==> src/logic/iob_ic_macros.svh <==
`ifndef IOB_IC_MACROS_SVH
`define IOB_IC_MACROS_SVH

////////////////////
// Slave map
////////////////////

// Number of memory slaves
`define IOB_N_SLAVES 4
// Slave index width, ceil(log2(IOB_N_SLAVES))
`define IOB_SLAVE_ADDR_W 2

////////////////////
// Bus widths
////////////////////

`define IOB_ADDR_W 32
`define IOB_DATA_W 32
`define IOB_STRB_W 4

// Word index inside one slave, address bits 5..2
`define IOB_MEM_WORDS_W 4

`endif

==> src/logic/iob_ic_pkg.sv <==
package iob_ic_pkg;

   ////////////////////
   // Request kind
   ////////////////////

   // Write when any strobe bit is set
   typedef enum logic [0:0] {
      REQ_READ  = 1'b0,
      REQ_WRITE = 1'b1
   } iob_req_kind_t;

   ////////////////////
   // Stage state
   ////////////////////

   // Shared by decoder and fan-out FSMs
   typedef enum logic [1:0] {
      ST_IDLE = 2'd0,
      ST_BUSY = 2'd1,
      ST_DONE = 2'd2
   } iob_stage_state_t;

endpackage

==> src/logic/iob_addr_decoder.sv <==
`include "iob_ic_macros.svh"

module iob_addr_decoder (
   input  logic                          clk,
   input  logic                          reset,
   // Master request
   input  logic                          m_valid,
   input  logic [`IOB_ADDR_W-1:0]        m_addr,
   input  logic [`IOB_DATA_W-1:0]        m_wdata,
   input  logic [`IOB_STRB_W-1:0]        m_wstrb,
   input  logic                          m_ready,
   // Decoded request to fan-out
   output logic                          dec_valid,
   output logic [`IOB_SLAVE_ADDR_W-1:0]  dec_index,
   output logic [`IOB_N_SLAVES-1:0]      dec_onehot,
   output iob_ic_pkg::iob_req_kind_t     dec_kind,
   output logic [`IOB_ADDR_W-1:0]        dec_addr,
   output logic [`IOB_DATA_W-1:0]        dec_wdata,
   output logic [`IOB_STRB_W-1:0]        dec_wstrb,
   input  logic                          dec_taken
);

   import iob_ic_pkg::*;

   iob_stage_state_t state;

   // Slave index from top address bits
   logic [`IOB_SLAVE_ADDR_W-1:0] m_index;
   assign m_index = m_addr[`IOB_ADDR_W-1 -: `IOB_SLAVE_ADDR_W];

   ////////////////////
   // Control FSM
   ////////////////////

   // Idle -> busy on capture, busy -> done on take, done -> idle on m_ready
   always_ff @(posedge clk) begin
      if (reset) begin
         state <= ST_IDLE;
      end else begin
         case (state)
            ST_IDLE: if (m_valid) state <= ST_BUSY;
            ST_BUSY: if (dec_taken) state <= ST_DONE;
            ST_DONE: if (m_ready) state <= ST_IDLE;
            default: state <= ST_IDLE;
         endcase
      end
   end

   // Offered to fan-out only while busy
   assign dec_valid = (state == ST_BUSY);

   ////////////////////
   // Request capture
   ////////////////////

   always_ff @(posedge clk) begin
      if (state == ST_IDLE && m_valid) begin
         dec_index  <= m_index;
         dec_onehot <= `IOB_N_SLAVES'(1) << m_index;
         // Any strobe set means write
         dec_kind   <= (|m_wstrb) ? REQ_WRITE : REQ_READ;
         dec_addr   <= m_addr;
         dec_wdata  <= m_wdata;
         dec_wstrb  <= m_wstrb;
      end
   end

endmodule

==> src/logic/iob_req_fanout.sv <==
`include "iob_ic_macros.svh"

module iob_req_fanout (
   input  logic                                  clk,
   input  logic                                  reset,
   // Decoded request
   input  logic                                  dec_valid,
   input  logic [`IOB_SLAVE_ADDR_W-1:0]          dec_index,
   input  logic [`IOB_N_SLAVES-1:0]              dec_onehot,
   input  iob_ic_pkg::iob_req_kind_t             dec_kind,
   input  logic [`IOB_ADDR_W-1:0]                dec_addr,
   input  logic [`IOB_DATA_W-1:0]                dec_wdata,
   input  logic [`IOB_STRB_W-1:0]                dec_wstrb,
   output logic                                  dec_taken,
   // Slave side
   output logic [`IOB_N_SLAVES-1:0]              s_valid,
   output logic [`IOB_ADDR_W-1:0]                s_addr,
   output logic [`IOB_DATA_W-1:0]                s_wdata,
   output logic [`IOB_N_SLAVES*`IOB_STRB_W-1:0]  s_wstrb,
   input  logic [`IOB_N_SLAVES-1:0]              s_ready,
   // Response stage control
   output logic [`IOB_SLAVE_ADDR_W-1:0]          rsp_index,
   output logic                                  rsp_capture
);

   import iob_ic_pkg::*;

   iob_stage_state_t state;

   // Take only when idle
   assign dec_taken = (state == ST_IDLE) && dec_valid;

   // Selected slave answered
   assign rsp_capture = (state == ST_BUSY) && s_ready[rsp_index];

   ////////////////////
   // Control FSM
   ////////////////////

   always_ff @(posedge clk) begin
      if (reset) begin
         state   <= ST_IDLE;
         s_valid <= '0;
         s_wstrb <= '0;
      end else begin
         case (state)
            ST_IDLE: begin
               if (dec_taken) begin
                  // Valid and strobes masked by the one-hot select
                  s_valid <= dec_onehot;
                  for (int i = 0; i < `IOB_N_SLAVES; i++) begin
                     s_wstrb[i*`IOB_STRB_W +: `IOB_STRB_W] <=
                        (dec_kind == REQ_WRITE && dec_onehot[i]) ? dec_wstrb : '0;
                  end
                  state <= ST_BUSY;
               end
            end
            ST_BUSY: begin
               // Hold everything until the selected ready
               if (rsp_capture) begin
                  s_valid <= '0;
                  s_wstrb <= '0;
                  state   <= ST_DONE;
               end
            end
            // One cycle while m_ready goes out
            ST_DONE: state <= ST_IDLE;
            default: state <= ST_IDLE;
         endcase
      end
   end

   ////////////////////
   // Broadcast payload
   ////////////////////

   always_ff @(posedge clk) begin
      if (dec_taken) begin
         s_addr    <= dec_addr;
         s_wdata   <= dec_wdata;
         rsp_index <= dec_index;
      end
   end

endmodule

==> src/logic/iob_resp_mux.sv <==
`include "iob_ic_macros.svh"

module iob_resp_mux (
   input  logic                                  clk,
   input  logic                                  reset,
   // From fan-out
   input  logic [`IOB_SLAVE_ADDR_W-1:0]          rsp_index,
   input  logic                                  rsp_capture,
   // Concatenated slave read data
   input  logic [`IOB_N_SLAVES*`IOB_DATA_W-1:0]  s_rdata,
   // Master response
   output logic [`IOB_DATA_W-1:0]                m_rdata,
   output logic                                  m_ready
);

   // Slice of the answering slave
   logic [`IOB_DATA_W-1:0] sel_rdata;
   assign sel_rdata = s_rdata[rsp_index*`IOB_DATA_W +: `IOB_DATA_W];

   ////////////////////
   // Ready pulse
   ////////////////////

   // One cycle after the slave ready
   always_ff @(posedge clk) begin
      if (reset) begin
         m_ready <= 1'b0;
      end else begin
         m_ready <= rsp_capture;
      end
   end

   ////////////////////
   // Read data
   ////////////////////

   // Held until next capture
   always_ff @(posedge clk) begin
      if (rsp_capture) begin
         m_rdata <= sel_rdata;
      end
   end

endmodule

==> src/logic/iob_sram_slave.sv <==
`include "iob_ic_macros.svh"

module iob_sram_slave #(
   parameter int WAIT_STATES = 0
) (
   input  logic                        clk,
   input  logic                        reset,
   input  logic                        valid,
   // Word index inside this slave
   input  logic [`IOB_MEM_WORDS_W-1:0] addr,
   input  logic [`IOB_DATA_W-1:0]      wdata,
   input  logic [`IOB_STRB_W-1:0]      wstrb,
   output logic [`IOB_DATA_W-1:0]      rdata,
   output logic                        ready
);

   localparam int N_WORDS = 1 << `IOB_MEM_WORDS_W;
   localparam int BYTE_W  = `IOB_DATA_W / `IOB_STRB_W;
   // At least one bit even with no wait states
   localparam int CNT_W   = (WAIT_STATES > 0) ? $clog2(WAIT_STATES + 1) : 1;

   logic [`IOB_DATA_W-1:0] mem [N_WORDS];
   logic [CNT_W-1:0]       wait_cnt;

   ////////////////////
   // Wait states
   ////////////////////

   // Ready W cycles after valid rises, for one cycle
   assign ready = valid && (wait_cnt == CNT_W'(WAIT_STATES));

   always_ff @(posedge clk) begin
      if (reset) begin
         wait_cnt <= '0;
      end else if (valid && !ready) begin
         wait_cnt <= wait_cnt + 1'b1;
      end else begin
         wait_cnt <= '0;
      end
   end

   ////////////////////
   // Storage
   ////////////////////

   // Byte writes land in the ready cycle
   always_ff @(posedge clk) begin
      if (reset) begin
         for (int w = 0; w < N_WORDS; w++) begin
            mem[w] <= '0;
         end
      end else if (ready) begin
         for (int b = 0; b < `IOB_STRB_W; b++) begin
            if (wstrb[b]) begin
               mem[addr][b*BYTE_W +: BYTE_W] <= wdata[b*BYTE_W +: BYTE_W];
            end
         end
      end
   end

   // Word before any write
   assign rdata = mem[addr];

endmodule

==> src/logic/iob_interconnect_top.sv <==
`include "iob_ic_macros.svh"

module iob_interconnect_top (
   input  logic                    clk,
   input  logic                    reset,
   // Master native interface
   input  logic                    m_valid,
   input  logic [`IOB_ADDR_W-1:0]  m_addr,
   input  logic [`IOB_DATA_W-1:0]  m_wdata,
   input  logic [`IOB_STRB_W-1:0]  m_wstrb,
   output logic [`IOB_DATA_W-1:0]  m_rdata,
   output logic                    m_ready
);

   import iob_ic_pkg::*;

   // Wait states per slave
   localparam int SLAVE_WAITS [`IOB_N_SLAVES] = '{0, 1, 3, 5};

   ////////////////////
   // Stage wires
   ////////////////////

   // Decoder to fan-out
   logic                                  dec_valid;
   logic [`IOB_SLAVE_ADDR_W-1:0]          dec_index;
   logic [`IOB_N_SLAVES-1:0]              dec_onehot;
   iob_req_kind_t                         dec_kind;
   logic [`IOB_ADDR_W-1:0]                dec_addr;
   logic [`IOB_DATA_W-1:0]                dec_wdata;
   logic [`IOB_STRB_W-1:0]                dec_wstrb;
   logic                                  dec_taken;

   // Fan-out and slaves
   logic [`IOB_N_SLAVES-1:0]              s_valid;
   logic [`IOB_ADDR_W-1:0]                s_addr;
   logic [`IOB_DATA_W-1:0]                s_wdata;
   logic [`IOB_N_SLAVES*`IOB_STRB_W-1:0]  s_wstrb;
   logic [`IOB_N_SLAVES*`IOB_DATA_W-1:0]  s_rdata;
   logic [`IOB_N_SLAVES-1:0]              s_ready;

   // Fan-out to response stage
   logic [`IOB_SLAVE_ADDR_W-1:0]          rsp_index;
   logic                                  rsp_capture;

   ////////////////////
   // Pipeline stages
   ////////////////////

   // Stage 1, capture and decode
   iob_addr_decoder dec_i (
      .clk(clk), .reset(reset),
      .m_valid(m_valid), .m_addr(m_addr), .m_wdata(m_wdata), .m_wstrb(m_wstrb),
      .m_ready(m_ready),
      .dec_valid(dec_valid), .dec_index(dec_index), .dec_onehot(dec_onehot),
      .dec_kind(dec_kind), .dec_addr(dec_addr), .dec_wdata(dec_wdata),
      .dec_wstrb(dec_wstrb), .dec_taken(dec_taken)
   );

   // Stage 2, drive selected slave
   iob_req_fanout fan_i (
      .clk(clk), .reset(reset),
      .dec_valid(dec_valid), .dec_index(dec_index), .dec_onehot(dec_onehot),
      .dec_kind(dec_kind), .dec_addr(dec_addr), .dec_wdata(dec_wdata),
      .dec_wstrb(dec_wstrb), .dec_taken(dec_taken),
      .s_valid(s_valid), .s_addr(s_addr), .s_wdata(s_wdata), .s_wstrb(s_wstrb),
      .s_ready(s_ready),
      .rsp_index(rsp_index), .rsp_capture(rsp_capture)
   );

   // Stage 3, return data and ready
   iob_resp_mux rsp_i (
      .clk(clk), .reset(reset),
      .rsp_index(rsp_index), .rsp_capture(rsp_capture),
      .s_rdata(s_rdata),
      .m_rdata(m_rdata), .m_ready(m_ready)
   );

   ////////////////////
   // Memory slaves
   ////////////////////

   // Word index from address bits 5..2
   for (genvar g = 0; g < `IOB_N_SLAVES; g++) begin : g_slave
      iob_sram_slave #(
         .WAIT_STATES(SLAVE_WAITS[g])
      ) sram_i (
         .clk(clk), .reset(reset),
         .valid(s_valid[g]),
         .addr(s_addr[`IOB_MEM_WORDS_W+1:2]),
         .wdata(s_wdata),
         .wstrb(s_wstrb[g*`IOB_STRB_W +: `IOB_STRB_W]),
         .rdata(s_rdata[g*`IOB_DATA_W +: `IOB_DATA_W]),
         .ready(s_ready[g])
      );
   end

endmodule

==> config.mk <==
export PLATFORM = sky130hd
export DESIGN_NAME = iob_interconnect_top
export DESIGN_NICKNAME = d
export VERILOG_FILES = /design/src/logic/iob_ic_pkg.sv /design/src/logic/iob_addr_decoder.sv /design/src/logic/iob_req_fanout.sv /design/src/logic/iob_resp_mux.sv /design/src/logic/iob_sram_slave.sv /design/src/logic/iob_interconnect_top.sv
export VERILOG_INCLUDE_DIRS = /design/src /design/src/logic
export SDC_FILE = /design/constraint.sdc
export NUM_CORES = 2
export LEC_CHECK = 0
export ABC_AREA = 1
export BUFFER_PORTS_ARGS = -buffer_cell sky130_fd_sc_hd__buf_2
export CAP_MARGIN = 20
export CELL_PAD_IN_SITES_DETAIL_PLACEMENT = 1
export CELL_PAD_IN_SITES_GLOBAL_PLACEMENT = 2
export CORE_MARGIN = 2
export CORE_UTILIZATION = 38
export CTS_CLUSTER_SIZE = 40
export DETAILED_ROUTE_END_ITERATION = 6
export PLACE_DENSITY_LB_ADDON = 0.1
export SYNTH_ARGS = -nofsm -noshare
export SYNTH_HDL_FRONTEND = slang
export SYNTH_SLANG_ARGS = --single-unit
==> constraint.sdc <==
create_clock -name clk -period 2.3 [get_ports clk]
set_input_delay 0.345 -clock clk [delete_from_list [all_inputs] [get_ports clk]]
set_output_delay 0.345 -clock clk [all_outputs]
set_load 0.01 [all_outputs]
# Yosys cells after proc, flatten, opt, wreduce, memory -nomap -nowiden
# Memories as Yosys holds them, arrays and structs flattened. A register that Yosys moved wholly into a read port is not among the register bits.
# Index checks and enable logic that the tools add are counted.
# Widths: inputs -> output; s select.
op_classes:
  addsub: 4
  n_mul: 0
  div_mod_pow: 0
  n_lt_le_gt_ge: 1
  n_eq_ne: 10
  shifts: 2
  muxes: 102
  n_bitwise: 5
  reduce_logical: 34
op_table:
  columns: ["cell", "n"]
  rows:
  - ["$mux 32", 4]
  - ["$reduce_or 32->1", 4]
  - ["$shiftx 128x8->32", 1]
  - ["$mux 4", 18]
  - ["$mux 1", 68]
  - ["$mux 16", 2]
  - ["$pmux 16 s2", 1]
  - ["$logic_and 1x1->1", 15]
  - ["$mux 2", 5]
  - ["$pmux 4 s2", 1]
  - ["$reduce_or 2->1", 4]
  - ["$ne 2x2->1 const B", 3]
  - ["$pmux 2 s3", 1]
  - ["$reduce_and 3->1", 2]
  - ["$not 1->1", 5]
  - ["$eq 2x1->1 const B", 2]
  - ["$eq 2x2->1 const B", 2]
  - ["$logic_not 1->1", 4]
  - ["$logic_not 2->1", 2]
  - ["$ne 2x1->1 const B", 2]
  - ["$pmux 2 s2", 1]
  - ["$reduce_or 4->1", 1]
  - ["$shl 1x2->4 const A", 1]
  - ["$add 3x1->3 const B", 1]
  - ["other kinds (7)", 8]
totals:
  register_bits: 153
  latch_bits: 0
  ram_bits: 2048
  romBits: 0
  input_bits: 71
  out_inout_bits: 33
  wordCells: 181
  n_memories: 4
mem_list:
  columns: ["name", "depth", "word_bits", "read_ports", "rd_clocked_by_memory_dff", "wr", "line", "text"]
  rows:
  - ["g_slave[0].sram_i.mem", 16, 32, 1, 1, 16, "iob_sram_slave.sv:22", "logic [`IOB_DATA_W-1:0] mem [N_WORDS];"]
  - ["g_slave[1].sram_i.mem", 16, 32, 1, 1, 16, "iob_sram_slave.sv:22", null]
  - ["g_slave[2].sram_i.mem", 16, 32, 1, 1, 16, "iob_sram_slave.sv:22", null]
  - ["g_slave[3].sram_i.mem", 16, 32, 1, 1, 16, "iob_sram_slave.sv:22", null]

# Longest topological paths before layout
depth:
  word_depth: 7
  mapped_depth: 13

# Hierarchy
# From an unflattened synthesis, not the netlist that was laid out.
unflattened:
  hier_cells: 11961
  hier_area_um2: 104542.8
by_module_without_submodules:
  columns: ["mod", "instances", "cells_per_inst", "area_each_um2", "seq_area_each_um2"]
  rows:
  - ["iob_sram_slave (g_slave[2].sram_i)", 1, 2814, 24283.3, 15414.8]
  - ["iob_sram_slave (g_slave[3].sram_i)", 1, 2820, 24192.0, 15434.8]
  - ["iob_sram_slave (g_slave[1].sram_i)", 1, 2810, 24101.9, 15394.8]
  - ["iob_sram_slave (g_slave[0].sram_i)", 1, 2808, 24094.4, 15394.8]
  - ["iob_req_fanout", 1, 202, 2979.1, 2422.3]
  - ["iob_resp_mux", 1, 409, 2551.2, 980.9]
  - ["iob_addr_decoder", 1, 98, 2341.0, 2232.1]

# Least setup slack after synthesis
# No wires, ideal clock.
synth_path:
  kind: "register -> register"
  from: "register dec_i.state[0]"
  to: "register fan_i.rsp_index[0], enable pin"
  setup_time_ns: 0.416
  arrival_ns: 1.874
  required_ns: 1.884
  path_slack_ns: 0.010
  stages_incl_launch_ff: 6
  synth_period_minus_slack_ns: 2.290
  path_cell_list: "dfxtp_1 inv_1 nor2_1 nand2_1 inv_1 clkbuf_1"
synth_between:
  elab_chain_len: 2
synth_lines:
  columns: ["element", "line", "text"]
  rows:
  - ["start, declared", "iob_addr_decoder.sv:25", "iob_stage_state_t state;"]
  - ["start signal, assigned", "iob_addr_decoder.sv:38", "state <= ST_IDLE;"]
  - ["start signal, assigned", "iob_addr_decoder.sv:41", "ST_IDLE: if (m_valid) state <= ST_BUSY;"]
  - ["start signal, assigned", "iob_addr_decoder.sv:42", "ST_BUSY: if (dec_taken) state <= ST_DONE;"]
  - ["$eq 2x1->1", "iob_addr_decoder.sv:50", "assign dec_valid = (state == ST_BUSY);"]
  - ["$logic_and 1x1->1", "iob_req_fanout.sv:31", "assign dec_taken = (state == ST_IDLE) && dec_valid;"]
  - ["end signal, assigned", "iob_req_fanout.sv:81", "rsp_index <= dec_index;"]
  - ["end, declared", "iob_req_fanout.sv:22", "output logic [`IOB_SLAVE_ADDR_W-1:0] rsp_index,"]
# No other way between the ends.
# A chain may end at the register's enable or synchronous reset.

==> results by group <==
Outcome
  – Outcome: complete, but fails checks
  – Failing checks: setup timing

GRT
  – Largest net degree at the start of global routing: 105
  – Total grt overflow: 0
  – GRT Util Overall: 26.0%
  – Vias in the first global route: 76,298
  – First-pass GRT wire length: 499,000 microns
  – Initial antenna violation count: 24

Logic synthesis
  – Synth Area in XOR/XNOR: 0.00900%
  – Syn Inst Count: 9,849
  – Simple-Gate Fraction of Synth Area: 29.0%
  – Largest family of logic cells by synthesized area: simple AND/OR/NAND/NOR gates
  – Register area share after synthesis: 67.5%
  – Top cell type by total area after synthesis: edfxtp_1
  – Post-Synth Adder-Cell Area: 0.0386%
  – Ys async rst share: 0%
  – Post-synth EDFFs: 2,165
  – Seq cells post-synth: 2,201
  – Synth top cells by count: nand2_1 (2,785), edfxtp_1 (2,165), nor2_1 (2,100)
  – Cell variety after synth: 20
  – Compound-Gate Fraction of Synth Area: 0.159%
  – Most common cell in the netlist: nand2_1
  – Syn_area_per_cell: 9.88 sq um
  – Mux contribution to synthesized area: 0%
  – Mapped cell area: 0.0973 sq mm
  – Synth top area share: 66.8%
  – Synth warnings: 0
  – Top cells by area, synth: edfxtp_1 (67%), nand2_1 (11%), nand3_1 (9.9%), nor2_1 (8.1%), clkbuf_1 (1.5%)
  – Syn nets: 9,923
  – Synth Flop Type: edfxtp_1

Detailed routing
  – DRT Pass-1 Iters: 5
  – Routed met2 length: 164,000 microns
  – WL final: 341,000 microns
  – DR vias: 74,044
  – Via density: 5.33
  – Top sig layer: met5
  – WL per Instance: 24.5 microns
  – # DRC: 0
  – Met3 WL post-DR: 16,900 microns
  – WL met1: 150,000 microns
  – DRT iter0 DRCs: 5,881
  – Post-route ant nets: 0

Timing
  – Worst Skew: 0.0498 ns
  – Pins Over Slew Limit: 0
  – Setup ws final: -0.0280 ns
  – Final Cycle Share: 101%
  – WHS: 0.121 ns
  – Final Hold Vio Count: 0
  – Min cycle time layout: 2.33 ns
  – RSZ-0062 raised after global routing: yes
  – Setup violators final: 2
  – Worst slew margin: 52.1%
  – F_max: 430 MHz
  – Least-Margin Pin Slew: 0.718 ns

Power and ir drop
  – Clock network fraction of design power: 41.0%
  – Leakage: 46.1 nW
  – Peak supply drop: 0.716 mV
  – P_int: 0.0731 W
  – Power per cell area: 849 mW/mm^2
  – Logic gate share of total power: 12.8%
  – Sw frac: 26.3%
  – Flop pwr share: 46.2%
  – Sw Pwr: 0.0261 W

Critical path
  – CP delay by family, top: simple AND/OR/NAND/NOR gates
  – Crit. End Element: register
  – Worst setup SP type: register
  – Slowest-stage cell, CP: dfxtp_4
  – Worst-path fanout max: 18
  – WP buf/inv: 4
  – Critical path arrival: 3.00 ns
  – Ordered cell list for the critical path: buf_8 > buf_16 > buf_16 > buf_12 > nand2_1 > nand3_1 > nand3_1 > nand3_1 > nand3_1 > nand2_1 > nand2_1 > nand2_1
  – Worst Path Required: 2.98 ns
  – CP max stage delay: 0.39 ns
  – CP Class: reg2reg

Clock tree
  – TritonCTS Sinks: 2,201
  – Clock Pin Slew Worst Setup and Hold Paths: 0.06 ns
  – H-tree depth: 5
  – Clk root buf: clkbuf_16
  – Worst-Skew Late Latency: 0.94 ns
  – TritonCTS clock tree: done
  – Inserted Clock Buffers: 275
  – Clk buf depth: 4

Floorplanning
  – Die height: 510 microns
  – IO Count: 104
  – Full die area: 0.260 sq mm
  – FP Rows: 185
  – Die Span X: 510 microns
  – Total core area: 0.254 sq mm
  – Starting Density: 38.3%

Cells and area
  – Multi-input gate area: 0.0286 sq mm
  – Area growth syn-to-layout: 20.1%
  – Share of post-route cells with drive strength above 1: 12.6%
  – Final core occ: 45.9%
  – FF+latch area: 0.0657 sq mm
  – Fillers: 27,879
  – Final net count: 10,392

Worst hold path
  – HP Class: in2reg

Job
  – Max-Cap Viols: 0

Place
  – GPL Wtd Cong: 0.840
  – Port buffer count: 77
  – Detail Placement HPWL: 220,000 microns
final timing paths:
check	start	end	slack, ns	cells past startpoint
hold / removal	m_wdata[23]	dec_i.dec_wdata[23]	0.12	2
hold reg to reg	dec_i.dec_index[1]	fan_i.rsp_index[1]	0.42	0
setup reg to reg	register	rsp_i.m_rdata[23]	-0.03	12
setup / recovery	register	rsp_i.m_rdata[23]	-0.03	12
registers in the layout (all words and copies together), names as in the netlist, named ones only:
register / cells
dec_i.state: 2
rsp_i.m_rdata: 32
fan_i.s_wstrb: 16
dec_i.dec_kind: 1
fan_i.state: 2
rsp_i.m_ready: 1
g_slave.sram_i.wait_cnt: 7
dec_i.dec_wdata: 32
dec_i.dec_addr: 4
dec_i.dec_wstrb: 4
fan_i.rsp_index: 2
fan_i.s_addr: 4
dec_i.dec_onehot: 4
g_slave.sram_i.mem: 2048
dec_i.dec_index: 2
fan_i.s_wdata: 32
fan_i.s_valid: 4
cells in the final DEF, fill, tap and decap left out, types with 54 or more instances in the layout:
master and instances:
nand2_1 2780, edfxtp_1 2165, nor2_1 2081, nand3_1 1907, buf_4 535, clkbuf_16 282, buf_12 221, buf_2 77
clkbuf_1 66, clkinv_2 54
logic make-up (layout without fill, tap and decap cells):
| family | count (synthesis) | in the layout |
|---|---|---|
| fa+ha+maj | 3 | 3 |
| simple gates | 6843 | 6843 |
| xor+xnor | 1 | 1 |
| compound gates | 31 | 31 |
| other cells | 1 | 31 |
| buf+inv | 769 | 1426 |
| flops | 2201 | 2201 |
cell type report:
type | count | area share [%]
flip-flops and latches | 2201 | 56.2
clock buffers | 346 | 6.21
clock inverters | 119 | 0.853
repair buffers | 897 | 8.31
multi-input cells | 6879 | 24.5
inverters | 64 | 0.254
well taps | 3366 | 3.60
diodes | 30 | 0.0642
stage by stage:
stage               total power, W  std cells  setup TNS, ns  worst slack (ns)  cell area, sq um
floorplan                   0.0532       9849              0            0.0100             97300
global placement            0.0591      13356         -0.349            -0.111            108000
detailed placement          0.0593      13356         -0.391            -0.117            108000
CTS                          0.100      13867              0           0.00142            117000
global route                 0.103      13898         -0.673           -0.0924            117000
finish                      0.0993      13902        -0.0416           -0.0280            117000
power by group through the flow:
stage | registers, W | logic [W] | clock network (W)
floorplan | 0.0465 | 0.00672 | 0
detailed placement | 0.0467 | 0.0126 | 0
finish | 0.0459 | 0.0127 | 0.0407
global route | 0.0460 | 0.0137 | 0.0429
CTS | 0.0459 | 0.0127 | 0.0415
global placement | 0.0467 | 0.0124 | 0
layer usage:
| metal | global-route usage, % | up-vias |
|---|---|---|
| met5 | 0 | - |
| met1 | 35.3 | 37577 |
| met2 | 43.5 | 1752 |
| li1 | - | 34265 |
| met4 | 7.95 | 4 |
| met3 | 3.12 | 446 |
repair_timing:
action	CTS	global route
resized for setup	12	21
hold buffers	45	0
endpoints found under the setup margin	14	78
pin swaps	0	0
gates cloned	1	2
buffers inserted	0	3
hold endpoints to repair	65	0
(Power assumes the default switching activity.)
